$ cat config.mk
export PLATFORM = sky130hd
export DESIGN_NAME = fpga_pad_top
export DESIGN_NICKNAME = d
export VERILOG_FILES = /design/src/design/pad_pkg.sv /design/src/design/jtag_overlay_mux.sv /design/src/design/usb_pinflip_mux.sv /design/src/design/core_reset_gen.sv /design/src/design/fpga_pad_top.sv
export SDC_FILE = /design/constraint.sdc
export NUM_CORES = 1
export LEC_CHECK = 0
export ABC_CLOCK_PERIOD_IN_PS = 900
export BUFFER_PORTS_ARGS = -buffer_cell sky130_fd_sc_hd__buf_2
export CORE_AREA = 2 2 191 193
export DETAILED_ROUTE_END_ITERATION = 7
export DIE_AREA = 0 0 193 195
export HOLD_SLACK_MARGIN = 0.06
export PLACE_DENSITY = 0.35
export SYNTH_ARGS = -nofsm -noshare
export SYNTH_HDL_FRONTEND = slang
export SYNTH_SLANG_ARGS = --single-unit
$ cat constraint.sdc
create_clock -name io_clk_i -period 0.9 [get_ports io_clk_i]
set_input_delay 0.18 -clock io_clk_i [delete_from_list [all_inputs] [get_ports io_clk_i]]
set_output_delay 0.18 -clock io_clk_i [all_outputs]
set_load 0.02 [all_outputs]
$ cat src/design/pad_pkg.sv
/*
 * Pad counts, pad indices and JTAG tie-off constants for the pad routing,
 * plus the packed bus structs shared by the muxes and the top level
 */
package pad_pkg;

  ////////////////////////////////////////////////////////////////////////////
  // Pad counts
  ////////////////////////////////////////////////////////////////////////////

  localparam int NUM_MIO = 32;
  localparam int NUM_DIO = 15;
  // Dedicated pads sit above the muxed pads in combined vectors
  localparam int NUM_IO  = NUM_MIO + NUM_DIO;

  // Muxed pad indices
  localparam int MIO_UPHY_SEL  = 2;
  localparam int MIO_JTAG_EN   = 16;
  // Boot strap, sampled by the ROM inside the core
  localparam int MIO_BOOTSTRAP = 17;
  localparam int MIO_JTAG_TRST = 18;
  localparam int MIO_JTAG_SRST = 19;

  // Dedicated pad indices
  localparam int DIO_USB_DN        = 0;
  localparam int DIO_USB_DP        = 1;
  localparam int DIO_USB_D         = 2;
  localparam int DIO_USB_SUSPEND   = 3;
  localparam int DIO_USB_TX_MODE   = 4;
  localparam int DIO_USB_DN_PULLUP = 5;
  localparam int DIO_USB_DP_PULLUP = 6;
  localparam int DIO_USB_SE0       = 7;
  localparam int DIO_USB_SENSE     = 8;
  localparam int DIO_UART_TX       = 9;
  localparam int DIO_UART_RX       = 10;
  localparam int DIO_SPI_SDO       = 11;
  localparam int DIO_SPI_SDI       = 12;
  localparam int DIO_SPI_CSB       = 13;
  localparam int DIO_SPI_SCK       = 14;

  // Same pads, indexed in the combined vector
  localparam int IO_USB_DN        = NUM_MIO + DIO_USB_DN;
  localparam int IO_USB_DP        = NUM_MIO + DIO_USB_DP;
  localparam int IO_USB_D         = NUM_MIO + DIO_USB_D;
  localparam int IO_USB_DN_PULLUP = NUM_MIO + DIO_USB_DN_PULLUP;
  localparam int IO_USB_DP_PULLUP = NUM_MIO + DIO_USB_DP_PULLUP;
  localparam int IO_USB_SENSE     = NUM_MIO + DIO_USB_SENSE;
  localparam int IO_SPI_SDO       = NUM_MIO + DIO_SPI_SDO;
  localparam int IO_SPI_SDI       = NUM_MIO + DIO_SPI_SDI;
  localparam int IO_SPI_CSB       = NUM_MIO + DIO_SPI_CSB;
  localparam int IO_SPI_SCK       = NUM_MIO + DIO_SPI_SCK;

  ////////////////////////////////////////////////////////////////////////////
  // JTAG overlay constants
  ////////////////////////////////////////////////////////////////////////////

  // Core view of taken pads, CSB idles high
  localparam logic [NUM_IO-1:0] JTAG_TIEOFF = NUM_IO'(1'b1) << IO_SPI_CSB;

  // Pads owned by JTAG while the strap is set
  localparam logic [NUM_IO-1:0] JTAG_PAD_MASK =
      (NUM_IO'(1'b1) << IO_SPI_SCK)    | (NUM_IO'(1'b1) << IO_SPI_CSB) |
      (NUM_IO'(1'b1) << IO_SPI_SDI)    | (NUM_IO'(1'b1) << IO_SPI_SDO) |
      (NUM_IO'(1'b1) << MIO_JTAG_TRST) | (NUM_IO'(1'b1) << MIO_JTAG_SRST);

  localparam int RST_SYNC_STAGES = 2;

  ////////////////////////////////////////////////////////////////////////////
  // Bus structs
  ////////////////////////////////////////////////////////////////////////////

  typedef struct packed {
    logic [NUM_IO-1:0] out;
    logic [NUM_IO-1:0] oe;
    logic [NUM_IO-1:0] in;
  } io_bus_t;

  typedef struct packed {
    logic tck;
    logic tms;
    logic tdi;
    logic trst_n;
    logic srst_n;
  } jtag_req_t;

  // TAP held in reset, system reset released
  localparam jtag_req_t JTAG_IDLE = '{
    tck: 1'b0, tms: 1'b0, tdi: 1'b0, trst_n: 1'b0, srst_n: 1'b1
  };

  typedef struct packed {
    logic dp;
    logic dn;
    logic d;
    logic sense;
  } uphy_rx_t;

  typedef struct packed {
    logic dp;
    logic dn;
    logic oe_n;
    logic dp_pullup;
  } uphy_tx_t;

endpackage : pad_pkg

$ cat src/design/jtag_overlay_mux.sv
/*
 * Strap-selected JTAG overlay on the SPI device and two GPIO pads,
 * with tie-off of the taken pads toward the core
 */
module jtag_overlay_mux (
  // Core side, after pin-flip undo
  input  pad_pkg::io_bus_t               bus_i,
  // Pad side
  input  logic [pad_pkg::NUM_IO-1:0]     pad_in_i,
  input  logic                           jtag_tdo_i,
  output pad_pkg::io_bus_t               bus_o,
  // To the TAP and the reset generator
  output pad_pkg::jtag_req_t             jtag_o
);

  logic jtag_en;

  // Strap pad, active high
  assign jtag_en = pad_in_i[pad_pkg::MIO_JTAG_EN];

  ////////////////////////////////////////////////////////////////////////////
  // Pad direction
  ////////////////////////////////////////////////////////////////////////////

  always_comb begin
    bus_o.out = bus_i.out;
    bus_o.oe  = bus_i.oe;

    if (jtag_en) begin
      // Release all taken pads first
      bus_o.out = bus_i.out & ~pad_pkg::JTAG_PAD_MASK;
      bus_o.oe  = bus_i.oe & ~pad_pkg::JTAG_PAD_MASK;

      // TDO reuses the SDO pad
      bus_o.out[pad_pkg::IO_SPI_SDO] = jtag_tdo_i;
      bus_o.oe[pad_pkg::IO_SPI_SDO]  = 1'b1;
    end
  end

  ////////////////////////////////////////////////////////////////////////////
  // Core direction
  ////////////////////////////////////////////////////////////////////////////

  always_comb begin
    bus_o.in = pad_in_i;

    if (jtag_en) begin
      // Core sees a quiet SPI bus with CSB deasserted
      bus_o.in = (pad_in_i & ~pad_pkg::JTAG_PAD_MASK) |
                 (pad_pkg::JTAG_TIEOFF & pad_pkg::JTAG_PAD_MASK);
    end
  end

  ////////////////////////////////////////////////////////////////////////////
  // JTAG request
  ////////////////////////////////////////////////////////////////////////////

  always_comb begin
    jtag_o = pad_pkg::JTAG_IDLE;

    if (jtag_en) begin
      jtag_o.tck    = pad_in_i[pad_pkg::IO_SPI_SCK];
      jtag_o.tms    = pad_in_i[pad_pkg::IO_SPI_CSB];
      jtag_o.tdi    = pad_in_i[pad_pkg::IO_SPI_SDI];
      jtag_o.trst_n = pad_in_i[pad_pkg::MIO_JTAG_TRST];
      jtag_o.srst_n = pad_in_i[pad_pkg::MIO_JTAG_SRST];
    end
  end

endmodule : jtag_overlay_mux

$ cat src/design/usb_pinflip_mux.sv
/*
 * Undo of core USB D+/D- pin flipping, external USB PHY receive select
 * and PHY transmit outputs
 */
module usb_pinflip_mux (
  // Core side
  input  pad_pkg::io_bus_t             core_bus_i,
  output logic [pad_pkg::NUM_IO-1:0]   core_in_o,
  // Toward the JTAG stage
  input  logic [pad_pkg::NUM_IO-1:0]   bus_i,
  output pad_pkg::io_bus_t             bus_o,
  // External PHY
  input  logic                         uphy_sel_i,
  input  pad_pkg::uphy_rx_t            uphy_rx_i,
  output pad_pkg::uphy_tx_t            uphy_tx_o
);

  logic swap;
  logic rx_dp;
  logic rx_dn;
  logic rx_d;
  logic rx_sense;

  // Core signals a flip through the DN pullup enable
  assign swap = core_bus_i.oe[pad_pkg::IO_USB_DN_PULLUP];

  ////////////////////////////////////////////////////////////////////////////
  // Transmit side
  ////////////////////////////////////////////////////////////////////////////

  always_comb begin
    bus_o.out = core_bus_i.out;
    bus_o.oe  = core_bus_i.oe;

    if (swap) begin
      bus_o.out[pad_pkg::IO_USB_DP] = core_bus_i.out[pad_pkg::IO_USB_DN];
      bus_o.out[pad_pkg::IO_USB_DN] = core_bus_i.out[pad_pkg::IO_USB_DP];
      bus_o.oe[pad_pkg::IO_USB_DP]  = core_bus_i.oe[pad_pkg::IO_USB_DN];
      bus_o.oe[pad_pkg::IO_USB_DN]  = core_bus_i.oe[pad_pkg::IO_USB_DP];

      bus_o.out[pad_pkg::IO_USB_DP_PULLUP] = core_bus_i.out[pad_pkg::IO_USB_DN_PULLUP];
      bus_o.out[pad_pkg::IO_USB_DN_PULLUP] = core_bus_i.out[pad_pkg::IO_USB_DP_PULLUP];
      bus_o.oe[pad_pkg::IO_USB_DP_PULLUP]  = core_bus_i.oe[pad_pkg::IO_USB_DN_PULLUP];
      bus_o.oe[pad_pkg::IO_USB_DN_PULLUP]  = core_bus_i.oe[pad_pkg::IO_USB_DP_PULLUP];

      // Differential bit flips polarity with the pins
      bus_o.out[pad_pkg::IO_USB_D] = ~core_bus_i.out[pad_pkg::IO_USB_D];
    end
  end

  // Pad receive vector handed on unchanged
  assign bus_o.in = bus_i;

  ////////////////////////////////////////////////////////////////////////////
  // Receive side
  ////////////////////////////////////////////////////////////////////////////

  // PHY select comes straight from a board switch pad
  always_comb begin
    if (uphy_sel_i) begin
      rx_dp    = uphy_rx_i.dp;
      rx_dn    = uphy_rx_i.dn;
      rx_d     = uphy_rx_i.d;
      rx_sense = uphy_rx_i.sense;
    end else begin
      rx_dp    = bus_i[pad_pkg::IO_USB_DP];
      rx_dn    = bus_i[pad_pkg::IO_USB_DN];
      rx_d     = bus_i[pad_pkg::IO_USB_D];
      rx_sense = bus_i[pad_pkg::IO_USB_SENSE];
    end
  end

  always_comb begin
    core_in_o = bus_i;
    core_in_o[pad_pkg::IO_USB_SENSE] = rx_sense;

    if (swap) begin
      core_in_o[pad_pkg::IO_USB_DP] = rx_dn;
      core_in_o[pad_pkg::IO_USB_DN] = rx_dp;
      core_in_o[pad_pkg::IO_USB_D]  = ~rx_d;
    end else begin
      core_in_o[pad_pkg::IO_USB_DP] = rx_dp;
      core_in_o[pad_pkg::IO_USB_DN] = rx_dn;
      core_in_o[pad_pkg::IO_USB_D]  = rx_d;
    end
  end

  ////////////////////////////////////////////////////////////////////////////
  // External PHY transmit
  ////////////////////////////////////////////////////////////////////////////

  // Copies of the unflipped pad drive, PHY always listens
  always_comb begin
    uphy_tx_o.dp        = bus_o.out[pad_pkg::IO_USB_DP];
    uphy_tx_o.dn        = bus_o.out[pad_pkg::IO_USB_DN];
    uphy_tx_o.oe_n      = ~bus_o.oe[pad_pkg::IO_USB_DP];
    uphy_tx_o.dp_pullup = bus_o.out[pad_pkg::IO_USB_DP_PULLUP] &
                          bus_o.oe[pad_pkg::IO_USB_DP_PULLUP];
  end

endmodule : usb_pinflip_mux

$ cat src/design/core_reset_gen.sv
/*
 * Core reset from board reset and JTAG system reset, synchronous release
 */
module core_reset_gen (
  input  logic io_clk_i,
  input  logic rst_n_i,
  input  logic jtag_srst_n_i,
  output logic core_rst_n_o
);

  logic                                  comb_rst_n;
  logic [pad_pkg::RST_SYNC_STAGES-1:0]   sync_q;

  // Either source asserts at once
  assign comb_rst_n = rst_n_i & jtag_srst_n_i;

  // Release walks a one through the chain
  always_ff @(posedge io_clk_i or negedge comb_rst_n) begin
    if (!comb_rst_n) begin
      sync_q <= '0;
    end else begin
      sync_q <= {sync_q[pad_pkg::RST_SYNC_STAGES-2:0], 1'b1};
    end
  end

  assign core_rst_n_o = sync_q[pad_pkg::RST_SYNC_STAGES-1];

endmodule : core_reset_gen

$ cat src/design/fpga_pad_top.sv
/*
 * Pad routing top: pin-flip undo, JTAG overlay and core reset generation
 */
module fpga_pad_top (
  // Board clock and reset
  input  logic                          io_clk_i,
  input  logic                          rst_n_i,
  // Core side
  input  pad_pkg::io_bus_t              core_bus_i,
  output pad_pkg::io_bus_t              core_bus_o,
  // Pad side
  input  logic [pad_pkg::NUM_IO-1:0]    pad_in_i,
  output pad_pkg::io_bus_t              pad_bus_o,
  // External USB PHY
  input  pad_pkg::uphy_rx_t             uphy_rx_i,
  output pad_pkg::uphy_tx_t             uphy_tx_o,
  // JTAG toward the TAP
  input  logic                          jtag_tdo_i,
  output pad_pkg::jtag_req_t            jtag_o,
  // Core reset
  output logic                          core_rst_n_o
);

  // Chain: core <- pin-flip mux <- JTAG mux -> pads
  pad_pkg::io_bus_t                flip_bus;
  pad_pkg::io_bus_t                jtag_bus;
  logic [pad_pkg::NUM_IO-1:0]      core_in;
  pad_pkg::jtag_req_t              jtag_req;

  ////////////////////////////////////////////////////////////////////////////
  // USB pin-flip undo
  ////////////////////////////////////////////////////////////////////////////

  usb_pinflip_mux u_usb_pinflip_mux (
    .core_bus_i ( core_bus_i                         ),
    .core_in_o  ( core_in                            ),
    .bus_i      ( jtag_bus.in                        ),
    .bus_o      ( flip_bus                           ),
    // Board switch on MIO 2 picks the external PHY
    .uphy_sel_i ( pad_in_i[pad_pkg::MIO_UPHY_SEL]    ),
    .uphy_rx_i  ( uphy_rx_i                          ),
    .uphy_tx_o  ( uphy_tx_o                          )
  );

  ////////////////////////////////////////////////////////////////////////////
  // JTAG overlay
  ////////////////////////////////////////////////////////////////////////////

  jtag_overlay_mux u_jtag_overlay_mux (
    .bus_i      ( flip_bus   ),
    .pad_in_i   ( pad_in_i   ),
    .jtag_tdo_i ( jtag_tdo_i ),
    .bus_o      ( jtag_bus   ),
    .jtag_o     ( jtag_req   )
  );

  ////////////////////////////////////////////////////////////////////////////
  // Core reset
  ////////////////////////////////////////////////////////////////////////////

  core_reset_gen u_core_reset_gen (
    .io_clk_i      ( io_clk_i        ),
    .rst_n_i       ( rst_n_i         ),
    .jtag_srst_n_i ( jtag_req.srst_n ),
    .core_rst_n_o  ( core_rst_n_o    )
  );

  ////////////////////////////////////////////////////////////////////////////
  // Outputs
  ////////////////////////////////////////////////////////////////////////////

  assign jtag_o    = jtag_req;
  assign pad_bus_o = jtag_bus;

  // Core drive echoed back next to its receive vector
  assign core_bus_o.out = core_bus_i.out;
  assign core_bus_o.oe  = core_bus_i.oe;
  assign core_bus_o.in  = core_in;

endmodule : fpga_pad_top

==> run summary <==
failing checks: negative setup slack
kind of critical path: input pin to primary output
via count: 1170
CP peak stage delay: 0.50 ns
P_sw: 601 uW
Die ar.: 0.0376 mm^2
clock-pin slew on the worst setup and hold paths: 0.03 ns
post-DR vias/cell: 1.83
core area: 0.0354 mm^2
Tcrit/Tclk final: 122%
CTS Buf Count: 3
max reg flops: 2
slack of the critical path: -0.198 ns
Startpoint Class: input pin
dominant synthesized flop cell: dfrtp_1
# diodes: 0
skew final: 0.00225 ns
Setup crit end kind: primary output
TNS Setup: -0.859 ns
Post-Synth XOR/XNOR Area: 0.753%
drt first-iter violations: 4
Die Width: 193 um
area leader, netlist: buf_4
Post-DP HPWL: 4.91 mm
Yosys cell types: 18
Clock power frac: 36.7%
combinational share of power: 57.9%
complex-gate fraction of the synthesized area: 0.215%
register bit total from synthesis: 2
final wirelength: 6.08 mm
Clock Sinks: 2
crit path time final: 1.10 ns
Top delay family on crit path: multiplexers
Pins Over Slew Limit: 0
outcome: finished with violations
EDFF count, synth: 0
Post-synth ARST share: 100%
Slowest-stage cell, CP: mux4_2
post-route ant nets: 0
clk buf depth: 2
Reg power frac: 5.4%
maximum clock frequency: 911 MHz
simple-gate share of the synthesized area: 7.42%
MaxCap Viol Count: 0
P_leak: 0.000905 uW
Starting Density: 6.57%
layout cells sized above 1: 89.3%
Root Buffer: clkbuf_16
post-synth top area share: 82.6%
Worst Path Required: 0.72 ns
Placed Instance Area: 0.00165 mm^2
I/O pin total: 487
Post-Syn Instances: 304
sequential fraction of the synthesis area: 2.15%
Post-synth top cells: buf_4 (256), nor2b_1 (14), and2_1 (6), mux2_2 (6), or2_2 (3)
number of global-route vias before repair: 1152
Hold Crit Class: register to register
cell row count: 69
GPL Wtd Cong: 0.606
Worst Path Max Fanout: 4
initial antenna violation count: 4
Synth Area in Adders: 0%
Buffers & Inverters on Critical Path: 2
Tot GR Track Use: 2.78%
endpoints failing hold: 0
Post-route DRC: 0
PortBufs: 115
Net count, final: 375
most common cell in the synthesized netlist: buf_4
mux cell area share after synthesis: 6.02%
mean post-synth cell area: 7.65 um^2
Hold WS: 0.339 ns
combinational family with the most area after synthesis: buffers and inverters
CTS H-tree depth: 1
syn_nets: 499
Synth warnings: 0
Die Height: 195 um
peak supply drop: 0.851 mV
design area: 0.00218 mm^2
Pint: 1190 uW
gr ovfl total: 0
WL per Instance: 9.52 um
Critical Path AT: 0.92 ns
Most flops, register: u_core_reset_gen.sync_q
synthesized area: 0.00233 mm^2
Pwr Density: 823 mW/mm^2
Net Sw Frac: 33.6%
critical path cell sequence: buf_12 > mux4_2 > buf_6
global-route wire length before repair: 7.46 mm
Post-Place Setup Slack: -0.328 ns
TritonRoute pass-1 iters: 4
Skew-Pair Late Insertion Delay: 0.22 ns
CTS tree: done
Setup Viol. Count Final: 13
biggest regs: u_core_reset_gen.sync_q: 2 flops
top post-synthesis cells by area: buf_4 (83%), nor2b_1 (3.8%), mux2_2 (2.9%)
largest net degree at the start of global routing: 11
unrepaired setup endpoints after global routing: true
FILL cells: 4152
Syn-to-layout area delta: -6.40%
-- layer usage --
metal	track usage, %	up-vias	wire [um]
met2	5.14	231	2960
met4	3.03	8	661
met1	1.10	437	944
li1	-	419	-
met5	0	-	54
met3	2.57	75	1460
-- area by class of cell --
| cell class | instances | area, um^2 | share of cell area, % |
|---|---|---|---|
| Tap cell | 461 | 577 | 26.5 |
| Inverter | 2 | 7.51 | 0.345 |
| Clock buffer | 3 | 75.1 | 3.45 |
| Multi-Input combinational cell | 42 | 450 | 20.7 |
| Timing Repair Buffer | 129 | 1020 | 46.7 |
| Sequential cell | 2 | 50.0 | 2.30 |
-- metrics by stage --
step | instances | total power (uW) | utilization, %
floorplan | 304 | 2070 | -
global route | 639 | 1890 | 6.15
CTS | 639 | 1740 | 5.78
detailed placement | 630 | 872 | 4.66
finish | 639 | 1790 | 6.15
global placement | 630 | 875 | 4.66
-- final timing paths --
path	from	end	slack [ns]	cells after the start
worst min-delay path	u_core_reset_gen.sync_q[0]	u_core_reset_gen.sync_q[1]	0.34	0
max in group asynchronous	pad_in_i[16]	u_core_reset_gen.sync_q[0]	0.11	5
worst max register to register	u_core_reset_gen.sync_q[0]	u_core_reset_gen.sync_q[1]	0.44	0
worst max-delay path	pad_in_i[2]	core_bus_o[32]	-0.20	3
min in group asynchronous	rst_n_i	u_core_reset_gen.sync_q[1]	0.40	3
worst min register to register	u_core_reset_gen.sync_q[0]	u_core_reset_gen.sync_q[1]	0.34	0
-- cells in the final DEF, fill, tap and decap left out, types with 2 or more instances in the layout --
master,synthesis,final
buf_12,0,5
clkbuf_16,0,3
and2_1,6,5
nor2b_4,0,6
or2_4,0,3
mux4_2,0,2
buf_6,0,31
mux2_4,0,6
nand2_1,2,2
dlygate4sd3_1,0,2
nor2b_1,14,3
dfrtp_1,2,2
buf_2,0,70
nor2b_2,0,5
buf_16,0,2
buf_4,256,19
-- power groups by stage --
stage,Sequential (uW),Clock [uW],Combinational (uW)
6_report,96.7,658,1040
5_1_grt,96.7,678,1120
4_1_cts,96.1,673,969
3_5_place_dp,97.0,0,775
3_3_place_gp,96.9,0,778
2_1_floorplan,100,0,1970
-- repair_timing --
item / in CTS / in global routing
setup endpoints to repair: 47 / 30
gates cloned: 2 / 0
hold endpoints to repair: 2 / 0
pin swaps: 2 / 3
buffers inserted: 2 / 0
gates resized for setup: 74 / 39
hold buffers: 2 / 0
-- kinds of logic after synthesis --
kind of cell	count (synthesis)
multiplexers	10
XOR/XNOR	2
buffers and inverters	260
AO/OA/AOI/OAI	1
flip-flops	2
AND/OR/NAND/NOR	28
other	1
Note: power is estimated with default switching activity, not from simulation.
